$ cat config.mk
export PLATFORM = sky130hd
export DESIGN_NAME = mmu_top
export DESIGN_NICKNAME = d
export VERILOG_FILES = /design/src/mmu_pkg.sv /design/src/tlb_fill_if.sv /design/src/mmu_top.sv /design/src/ptw.sv /design/src/tlb.sv
export VERILOG_INCLUDE_DIRS = /design/src
export SDC_FILE = /design/constraint.sdc
export NUM_CORES = 1
export LEC_CHECK = 0
export BUFFER_PORTS_ARGS = -buffer_cell sky130_fd_sc_hd__buf_2
export CAP_MARGIN = 15
export CORE_UTILIZATION = 50
export CTS_BUF_LIST = sky130_fd_sc_hd__clkbuf_4 sky130_fd_sc_hd__clkbuf_8
export CTS_CLUSTER_DIAMETER = 40
export DETAILED_ROUTE_END_ITERATION = 6
export GPL_TIMING_DRIVEN = 0
export PLACE_DENSITY = 0.7
export SKIP_LAST_GASP = 1
export SYNTH_ARGS = -nofsm -noshare
export SYNTH_HDL_FRONTEND = slang
export SYNTH_HIERARCHICAL = 1
export SYNTH_SLANG_ARGS = --single-unit
$ cat constraint.sdc
create_clock -name clk -period 6.7 [get_ports clk]
set_input_delay 1.005 -clock clk [delete_from_list [all_inputs] [get_ports clk]]
set_output_delay 1.005 -clock clk [all_outputs]
set_load 0.02 [all_outputs]
$ cat src/mmu_settings.svh
`ifndef MMU_SETTINGS_SVH
`define MMU_SETTINGS_SVH

// Width of one page table entry read
`define MMU_XLEN 32

// Sv32 virtual and physical address widths
`define MMU_VALEN 32
`define MMU_PALEN 34

// Page offset bits, 4 KiB pages
`define MMU_PGOFF 12

// Entries in each TLB, a power of two from 2 to 16
`define MMU_TLB_ENTRIES 4

`endif
$ cat src/mmu_pkg.sv
`include "mmu_settings.svh"

package mmu_pkg;

    typedef logic [`MMU_VALEN-1:0]             vaddr_t;
    typedef logic [`MMU_PALEN-1:0]             paddr_t;
    typedef logic [`MMU_VALEN-`MMU_PGOFF-1:0]  vpn_t;
    // Also used for the satp root page number
    typedef logic [`MMU_PALEN-`MMU_PGOFF-1:0]  ppn_t;
    typedef logic [`MMU_XLEN-1:0]              pte_t;

    // Sv32 PTE field positions
    localparam int PTE_V       = 0;
    localparam int PTE_R       = 1;
    localparam int PTE_W       = 2;
    localparam int PTE_X       = 3;
    localparam int PTE_U       = 4;
    localparam int PTE_G       = 5;
    localparam int PTE_A       = 6;
    localparam int PTE_D       = 7;
    localparam int PTE_PPN_LSB = 10;
    localparam int PTE_PPN_MSB = 31;

    typedef enum logic [1:0] {
        PTW_IDLE     = 2'd0,
        PTW_READ_PTE = 2'd1,
        PTW_FAULT    = 2'd2,
        // Waits for the answer to a read dropped by a flush
        PTW_DRAIN    = 2'd3
    } ptw_state_e;

    // LEVEL_1 is the root table with 4 MiB leaves
    typedef enum logic {
        LEVEL_0 = 1'b0,
        LEVEL_1 = 1'b1
    } ptw_level_e;

endpackage

$ cat src/tlb_fill_if.sv
`timescale 1ns/100ps

interface tlb_fill_if;
    import mmu_pkg::*;

    // Single cycle write strobe
    logic update;
    vpn_t vpn;
    ppn_t ppn;
    // High for a 4 MiB leaf
    logic superpage;

    modport src (
        output update,
        output vpn,
        output ppn,
        output superpage
    );

    modport dst (
        input update,
        input vpn,
        input ppn,
        input superpage
    );

endinterface

$ cat src/mmu_top.sv
`timescale 1ns/100ps
`include "mmu_settings.svh"

module mmu_top (
    input  logic            clk,
    input  logic            rst_n,
    input  mmu_pkg::ppn_t   satp_ppn_i,
    input  logic            mxr_i,
    input  logic            flush_i,
    input  logic            ireq_i,
    input  mmu_pkg::vaddr_t ivaddr_i,
    output logic            ihit_o,
    output mmu_pkg::paddr_t ipaddr_o,
    input  logic            dreq_i,
    input  mmu_pkg::vaddr_t dvaddr_i,
    input  logic            is_store_i,
    output logic            dhit_o,
    output mmu_pkg::paddr_t dpaddr_o,
    output logic            pte_error_o,
    output logic            walk_busy_o,
    output logic            mem_req_o,
    output mmu_pkg::paddr_t mem_addr_o,
    input  mmu_pkg::pte_t   mem_rdata_i,
    input  logic            mem_rvalid_i
);
    logic imiss;
    logic dmiss;

    tlb_fill_if ifill ();
    tlb_fill_if dfill ();

    tlb #(.ENTRIES(`MMU_TLB_ENTRIES)) u_itlb (
        .clk     (clk),
        .rst_n   (rst_n),
        .flush_i (flush_i),
        .vaddr_i (ivaddr_i),
        .req_i   (ireq_i),
        .hit_o   (ihit_o),
        .paddr_o (ipaddr_o),
        .miss_o  (imiss),
        .fill    (ifill.dst)
    );

    tlb #(.ENTRIES(`MMU_TLB_ENTRIES)) u_dtlb (
        .clk     (clk),
        .rst_n   (rst_n),
        .flush_i (flush_i),
        .vaddr_i (dvaddr_i),
        .req_i   (dreq_i),
        .hit_o   (dhit_o),
        .paddr_o (dpaddr_o),
        .miss_o  (dmiss),
        .fill    (dfill.dst)
    );

    ptw u_ptw (
        .clk          (clk),
        .rst_n        (rst_n),
        .satp_ppn_i   (satp_ppn_i),
        .mxr_i        (mxr_i),
        .flush_i      (flush_i),
        .is_store_i   (is_store_i),
        .imiss_i      (imiss),
        .dmiss_i      (dmiss),
        .ivaddr_i     (ivaddr_i),
        .dvaddr_i     (dvaddr_i),
        .mem_req_o    (mem_req_o),
        .mem_addr_o   (mem_addr_o),
        .mem_rdata_i  (mem_rdata_i),
        .mem_rvalid_i (mem_rvalid_i),
        .ifill        (ifill.src),
        .dfill        (dfill.src),
        .busy_o       (walk_busy_o),
        .pte_error_o  (pte_error_o)
    );

endmodule

$ cat src/ptw.sv
`timescale 1ns/100ps

module ptw (
    input  logic            clk,
    input  logic            rst_n,
    input  mmu_pkg::ppn_t   satp_ppn_i,
    input  logic            mxr_i,
    input  logic            flush_i,
    input  logic            is_store_i,
    input  logic            imiss_i,
    input  logic            dmiss_i,
    input  mmu_pkg::vaddr_t ivaddr_i,
    input  mmu_pkg::vaddr_t dvaddr_i,
    output logic            mem_req_o,
    output mmu_pkg::paddr_t mem_addr_o,
    input  mmu_pkg::pte_t   mem_rdata_i,
    input  logic            mem_rvalid_i,
    tlb_fill_if.src         ifill,
    tlb_fill_if.src         dfill,
    output logic            busy_o,
    output logic            pte_error_o
);
    import mmu_pkg::*;

    ptw_state_e state_q, state_d;
    ptw_level_e level_q, level_d;
    paddr_t     addr_q, addr_d;
    vaddr_t     vaddr_q, vaddr_d;
    logic       req_q, req_d;
    logic       iwalk_q, iwalk_d;
    pte_t       rdata_q;
    logic       rvalid_q;
    logic       itlb_update;
    logic       dtlb_update;
    ppn_t       pte_ppn;
    logic       perm_fault;
    logic       align_fault;

    assign pte_ppn = rdata_q[PTE_PPN_MSB:PTE_PPN_LSB];

    // Instruction walks need X, data walks need R (or X under mxr) and W with D for stores
    assign perm_fault = !rdata_q[PTE_A] ||
                        (iwalk_q ? !rdata_q[PTE_X]
                                 : (!(rdata_q[PTE_R] || (rdata_q[PTE_X] && mxr_i)) ||
                                    (is_store_i && (!rdata_q[PTE_W] || !rdata_q[PTE_D]))));

    // A superpage must point at a 4 MiB aligned frame
    assign align_fault = (level_q == LEVEL_1) && (pte_ppn[9:0] != '0);

    always_comb begin
        state_d     = state_q;
        level_d     = level_q;
        addr_d      = addr_q;
        vaddr_d     = vaddr_q;
        req_d       = req_q;
        iwalk_d     = iwalk_q;
        itlb_update = 1'b0;
        dtlb_update = 1'b0;

        case (state_q)
            PTW_IDLE: begin
                level_d = LEVEL_1;
                req_d   = 1'b0;
                if (dmiss_i) begin
                    addr_d  = {satp_ppn_i, dvaddr_i[31:22], 2'b00};
                    vaddr_d = dvaddr_i;
                    iwalk_d = 1'b0;
                    req_d   = 1'b1;
                    state_d = PTW_READ_PTE;
                end else if (imiss_i) begin
                    addr_d  = {satp_ppn_i, ivaddr_i[31:22], 2'b00};
                    vaddr_d = ivaddr_i;
                    iwalk_d = 1'b1;
                    req_d   = 1'b1;
                    state_d = PTW_READ_PTE;
                end
            end

            PTW_READ_PTE: begin
                if (rvalid_q) begin
                    req_d = 1'b0;
                    if (!rdata_q[PTE_V] || (rdata_q[PTE_W] && !rdata_q[PTE_R])) begin
                        state_d = PTW_FAULT;
                    end else if (rdata_q[PTE_R] || rdata_q[PTE_X]) begin
                        // Leaf entry
                        if (perm_fault || align_fault) begin
                            state_d = PTW_FAULT;
                        end else begin
                            itlb_update = iwalk_q;
                            dtlb_update = !iwalk_q;
                            state_d     = PTW_IDLE;
                        end
                    end else if (level_q == LEVEL_1) begin
                        level_d = LEVEL_0;
                        addr_d  = {pte_ppn, vaddr_q[21:12], 2'b00};
                    end else begin
                        // Pointer found in the last table
                        state_d = PTW_FAULT;
                    end
                end else if (!req_q) begin
                    // Second level read opens once the first one has closed
                    req_d = 1'b1;
                end
            end

            PTW_FAULT: begin
                state_d = PTW_IDLE;
            end

            PTW_DRAIN: begin
                if (rvalid_q) begin
                    req_d   = 1'b0;
                    state_d = PTW_IDLE;
                end
            end

            default: begin
                state_d = PTW_IDLE;
            end
        endcase

        if (flush_i) begin
            itlb_update = 1'b0;
            dtlb_update = 1'b0;
            if (req_q && !rvalid_q) begin
                state_d = PTW_DRAIN;
                req_d   = 1'b1;
            end else begin
                state_d = PTW_IDLE;
                req_d   = 1'b0;
            end
        end
    end

    always_ff @(posedge clk or negedge rst_n) begin
        if (!rst_n) begin
            state_q  <= PTW_IDLE;
            level_q  <= LEVEL_1;
            req_q    <= 1'b0;
            iwalk_q  <= 1'b0;
            rvalid_q <= 1'b0;
        end else begin
            state_q  <= state_d;
            level_q  <= level_d;
            req_q    <= req_d;
            iwalk_q  <= iwalk_d;
            rvalid_q <= mem_rvalid_i;
        end
    end

    always_ff @(posedge clk) begin
        addr_q  <= addr_d;
        vaddr_q <= vaddr_d;
        rdata_q <= mem_rdata_i;
    end

    assign mem_req_o   = req_q;
    assign mem_addr_o  = addr_q;
    assign busy_o      = (state_q != PTW_IDLE);
    assign pte_error_o = (state_q == PTW_FAULT);

    // Both TLBs see the same entry, only the strobe differs
    assign ifill.update    = itlb_update;
    assign ifill.vpn       = vaddr_q[31:12];
    assign ifill.ppn       = pte_ppn;
    assign ifill.superpage = (level_q == LEVEL_1);

    assign dfill.update    = dtlb_update;
    assign dfill.vpn       = vaddr_q[31:12];
    assign dfill.ppn       = pte_ppn;
    assign dfill.superpage = (level_q == LEVEL_1);

endmodule

$ cat src/tlb.sv
`timescale 1ns/100ps
`include "mmu_settings.svh"

module tlb #(
    parameter int ENTRIES = `MMU_TLB_ENTRIES
) (
    input  logic            clk,
    input  logic            rst_n,
    input  logic            flush_i,
    input  mmu_pkg::vaddr_t vaddr_i,
    input  logic            req_i,
    output logic            hit_o,
    output mmu_pkg::paddr_t paddr_o,
    output logic            miss_o,
    tlb_fill_if.dst         fill
);
    import mmu_pkg::*;

    localparam int IDX_W = $clog2(ENTRIES);

    logic [ENTRIES-1:0] valid_q;
    logic [ENTRIES-1:0] super_q;
    vpn_t               vpn_q [ENTRIES];
    ppn_t               ppn_q [ENTRIES];
    logic [IDX_W-1:0]   ptr_q;
    logic [ENTRIES-1:0] match;
    vpn_t               req_vpn;
    paddr_t             paddr;

    assign req_vpn = vaddr_i[31:12];

    // Superpages compare only VPN[1]
    always_comb begin
        match = '0;
        paddr = '0;
        for (int i = 0; i < ENTRIES; i++) begin
            match[i] = valid_q[i] && (vpn_q[i][19:10] == req_vpn[19:10]) &&
                       (super_q[i] || (vpn_q[i][9:0] == req_vpn[9:0]));
            if (match[i]) begin
                paddr = super_q[i] ? {ppn_q[i][21:10], vaddr_i[21:0]}
                                   : {ppn_q[i], vaddr_i[11:0]};
            end
        end
    end

    assign hit_o   = req_i && (|match);
    assign miss_o  = req_i && !(|match);
    assign paddr_o = paddr;

    always_ff @(posedge clk or negedge rst_n) begin
        if (!rst_n) begin
            valid_q <= '0;
            ptr_q   <= '0;
        end else if (flush_i) begin
            valid_q <= '0;
            ptr_q   <= '0;
        end else if (fill.update) begin
            valid_q[ptr_q] <= 1'b1;
            ptr_q          <= ptr_q + 1'b1;
        end
    end

    always_ff @(posedge clk) begin
        if (fill.update) begin
            vpn_q[ptr_q]   <= fill.vpn;
            ppn_q[ptr_q]   <= fill.ppn;
            super_q[ptr_q] <= fill.superpage;
        end
    end

endmodule

==> results.py <==
metrics = {
    "outcome": {
        "status": "complete, no violations",
    },
    "routing": {
        "avgViaCountPerCell": 5.57,
        "dr_total_vias": 12700,
        "ant_nets": 0,
        "drc": 0,
        "wl_per_cell_um": 23.6,
        "drt_iter0_drc": 1179,
        "first_pass_iters": 6,
        "drt_wl_total_mm": 53.5,
    },
    "clock_network": {
        "holdBufCountCts": 0,
        "cts_sinks": 442,
        "clk_latency_ns": 0.61,
        "cts_tree": "done",
        "clk_pin_slew_worst_paths_ns": 0.06,
        "clockBufferDepth": 3,
        "root_buffer": "clkbuf_8",
        "cts_buffers": 74,
        "cts-resized-gates": 0,
        "htree_levels": 3,
        "cts_setup_buffers": 0,
    },
    "logic_synthesis": {
        "synth_ff_type": "edfxtp_1",
        "yosysUniqueCellTypes": 57,
        "synthTopCellsByArea": "edfxtp_1 (61%), xor2_1 (3.6%), xnor2_1 (3.5%), dfxtp_1 (2.9%), mux2_2 (2.8%)",
        "ys_seq_area_share_pct": 65.9,
        "ys_seq_elements": 442,
        "synth_area_leader_cell": "edfxtp_1",
        "yosys_warnings": 6,
        "async_flop_share_pct": 4.07,
        "yosysTopAreaCellShare_pct": 60.7,
        "syn_area_sq_um": 19600,
        "synth_edf_count": 396,
        "syn_inst": 1380,
        "syn_avg_cell_area_sq_um": 14.2,
    },
    "worst_setup_path": {
        "path_max_fanout": 10,
        "end_kind": "primary output",
        "crit_chain": "buf_2, buf_6, xor2_1, nor4_1, a41oi_1, a211oi_4, buf_2, nand3_1, a21oi_1, buf_2",
        "critPathLaunchType": "input pin",
        "cp_num_buf_inv": 4,
        "required_ns": 5.69,
        "critPathKind": "input pin to primary output",
        "slowest_stage": "a211oi_4",
        "cp.arrival_ns": 3.96,
        "crit_family": "compound AO/OA/AOI/OAI gates",
        "path_common_cell": "buf_2",
        "max_stage_delay_ns": 0.67,
    },
    "grt": {
        "grt_pass1_vias": 12300,
        "grt-ovfl-total": 0,
        "antenna_found_initial": 9,
        "grt_max_degree": 36,
        "grt_pass1_wl_mm": 76.6,
        "grt.total_usage_pct": 26.9,
    },
    "timing": {
        "finalCritPeriodShare_pct": 74.1,
        "finalCriticalPeriod_ns": 4.97,
        "fin_ws_ns": 1.73,
        "rsz0062_at_grt": "no",
        "timing.final.max_slew_violations": 0,
        "slew-limit-headroom_pct": 31.3,
        "finalHoldViolCount": 0,
        "fmax_mhz": 201,
        "worstMarginPinSlew_ns": 1.02,
        "clock_skew_ns": 0.0215,
        "setup_viol": 0,
    },
    "final_layout": {
        "final_cell_mix": "edfxtp_1 (396), buf_2 (243), clkbuf_8 (89), nor2_1 (89), xor2_1 (80)",
        "drive_gt1_share_pct": 33.7,
        "fin_cells": 2272,
        "final_common_cell": "edfxtp_1",
        "fin_nets": 1828,
        "nFillCells": 2994,
        "multi_input_area_sq_um": 5620,
        "seq_area_sq_um": 12900,
        "layout-area-overhead-vs-synth_pct": 18.2,
    },
    "power_and_ir_drop": {
        "leakagePower_nw": 8.61,
        "pwr-share-seq_pct": 50.0,
        "p_total_mw": 6.82,
        "vdd.ir_drop.worst_v": 0.000238,
        "p_sw_share_pct": 26.7,
        "clkPwrFrac_pct": 36.3,
        "p_int_mw": 5.00,
        "p_comb_share_pct": 13.6,
        "power_switching_mw": 1.82,
        "p_per_area_nw_per_um2": 295,
    },
    "die": {
        "io_pins": 233,
        "chipHeight_um": 200,
        "die_x_um": 200,
        "core-area_sq_um": 38600,
        "dieArea_sq_um": 40000,
        "start_util_pct": 50.7,
        "fp-row-count": 72,
    },
    "placement": {
        "pre_cts_ws_ns": 1.54,
        "gp_congestion": 0.840,
        "placed_cells": 2135,
        "dp_hpwl_mm": 38.1,
        "portBuffers": 226,
    },
    "min_path": {
        "min_path_type": "input pin to asynchronous set/reset pin",
    },
    "flow_run": {
        "max_cap_violations": 0,
    },
}
[power groups by stage]
| stage | logic (mW) | clock network, mW | registers (mW) |
|---|---|---|---|
| floorplan | 0.411 | 0 | 3.52 |
| global placement | 0.876 | 0 | 3.48 |
| detailed placement | 0.918 | 0 | 3.47 |
| CTS | 0.922 | 2.52 | 3.42 |
| global route | 0.988 | 2.64 | 3.43 |
| finish | 0.929 | 2.48 | 3.41 |
[final cells by class]
| class | instances | share of cell area [%] |
|---|---|---|
| tap | 518 | 2.80 |
| clock inverter | 17 | 0.573 |
| sequential | 442 | 55.7 |
| clock buffer | 115 | 6.13 |
| multi-input combinational | 776 | 24.3 |
| inverter | 20 | 0.324 |
| buffer | 143 | 4.39 |
| antenna | 4 | 0.0432 |
| timing repair buffer | 237 | 5.76 |
[worst register-to-register path, delay by kind of cell (launching register included)]
| kind | cells | cell delay [ns] |
|---|---|---|
| compound gates | 2 | 0.70 |
| xor+xnor | 1 | 0.21 |
| buf+inv | 2 | 0.62 |
| flops | 1 | 0.38 |
| simple gates | 7 | 2.05 |
[cells in the mapped netlist (11+ instances only)]
library cell,instances
dfxtp_1,28
buf_4,71
mux2_2,48
a21oi_1,20
xor2_1,80
a41oi_1,17
edfxtp_1,396
mux2i_1,44
dfrtp_1,17
buf_6,23
xnor2_1,79
clkbuf_1,25
nor3_2,11
and2_1,13
nor3_1,36
o311a_1,12
a31oi_1,14
nor2b_1,29
nand3_1,62
buf_2,17
nor4_1,14
nand2_1,79
nand4_1,24
nor2_1,91
inv_1,20
[registers in the layout, indices dropped and copies added, names as in the netlist]
| register | count |
|---|---|
| u_ptw/rvalid_q | 1 |
| u_ptw/mem_addr_o | 32 |
| u_dtlb/ptr_q | 2 |
| u_itlb/vpn_q | 80 |
| u_dtlb/valid_q | 4 |
| u_dtlb/ppn_q | 88 |
| u_ptw/state_q | 2 |
| u_itlb/super_q | 4 |
| u_dtlb/vpn_q | 80 |
| u_ptw/vaddr_q | 20 |
| u_ptw/iwalk_q | 1 |
| u_itlb/valid_q | 4 |
| u_itlb/ppn_q | 88 |
| u_ptw/dfill.superpage | 1 |
| u_ptw/rdata_q | 28 |
| u_dtlb/super_q | 4 |
| u_itlb/ptr_q | 2 |
| u_ptw/mem_req_o | 1 |
[routing by layer]
| metal | wire, um | track usage, % | vias up |
|---|---|---|---|
| met1 | 21200 | 36.1 | 6235 |
| met5 | 62 | 0 | - |
| met4 | 1900 | 11.9 | 10 |
| met3 | 5570 | 7.04 | 113 |
| met2 | 24800 | 41.6 | 656 |
| li1 | - | - | 5639 |
[kinds of logic (layout without fill, tap and decap cells)]
family / count (synthesis) / in the layout / share of synthesized area [%]
fa+ha+maj: 8 / 8 / 0.511
flops: 442 / 442 / 65.9
buf+inv: 163 / 532 / 5.57
compound gates: 110 / 110 / 4.76
other cells: 1 / 6 / 0.0191
xor+xnor: 162 / 162 / 7.36
mux: 92 / 92 / 5.01
simple gates: 402 / 402 / 10.9
[per-stage QoR]
step / instance area (sq um) / util (%) / setup TNS [ns] / hold WS [ns]
floorplan: 19600 / - / 0 / 0.458
global placement: 21400 / 55.3 / -16.18 / 0.473
detailed placement: 21600 / 55.9 / 0 / 0.481
CTS: 23100 / 59.9 / 0 / 0.339
global route: 23200 / 59.9 / 0 / 0.375
finish: 23200 / 59.9 / 0 / 0.364
[path summary, 6_finish.rpt]
kind                                                     from                                 to  depth (start not counted)  slack [ns]
worst max-delay path                             ivaddr_i[13]                       ipaddr_o[32]                         10        1.73
worst min-delay path                                    rst_n           u_ptw/rvalid_q$_DFF_PN0_                          1        0.36
worst max register to register   u_itlb/vpn_q[0][6]$_DFFE_PP_     u_ptw/mem_addr_o[18]$_DFFE_PP_                         12        2.40
worst min register to register  u_dtlb/valid_q[1]$_DFFE_PN0P_      u_dtlb/valid_q[1]$_DFFE_PN0P_                          2        0.49
max in group asynchronous                               rst_n  u_ptw/dfill.superpage$_DFFE_PN1P_                          1        5.98
min in group clk                u_dtlb/valid_q[1]$_DFFE_PN0P_      u_dtlb/valid_q[1]$_DFFE_PN0P_                          2        0.49
Power figures use the tool's default switching activity.
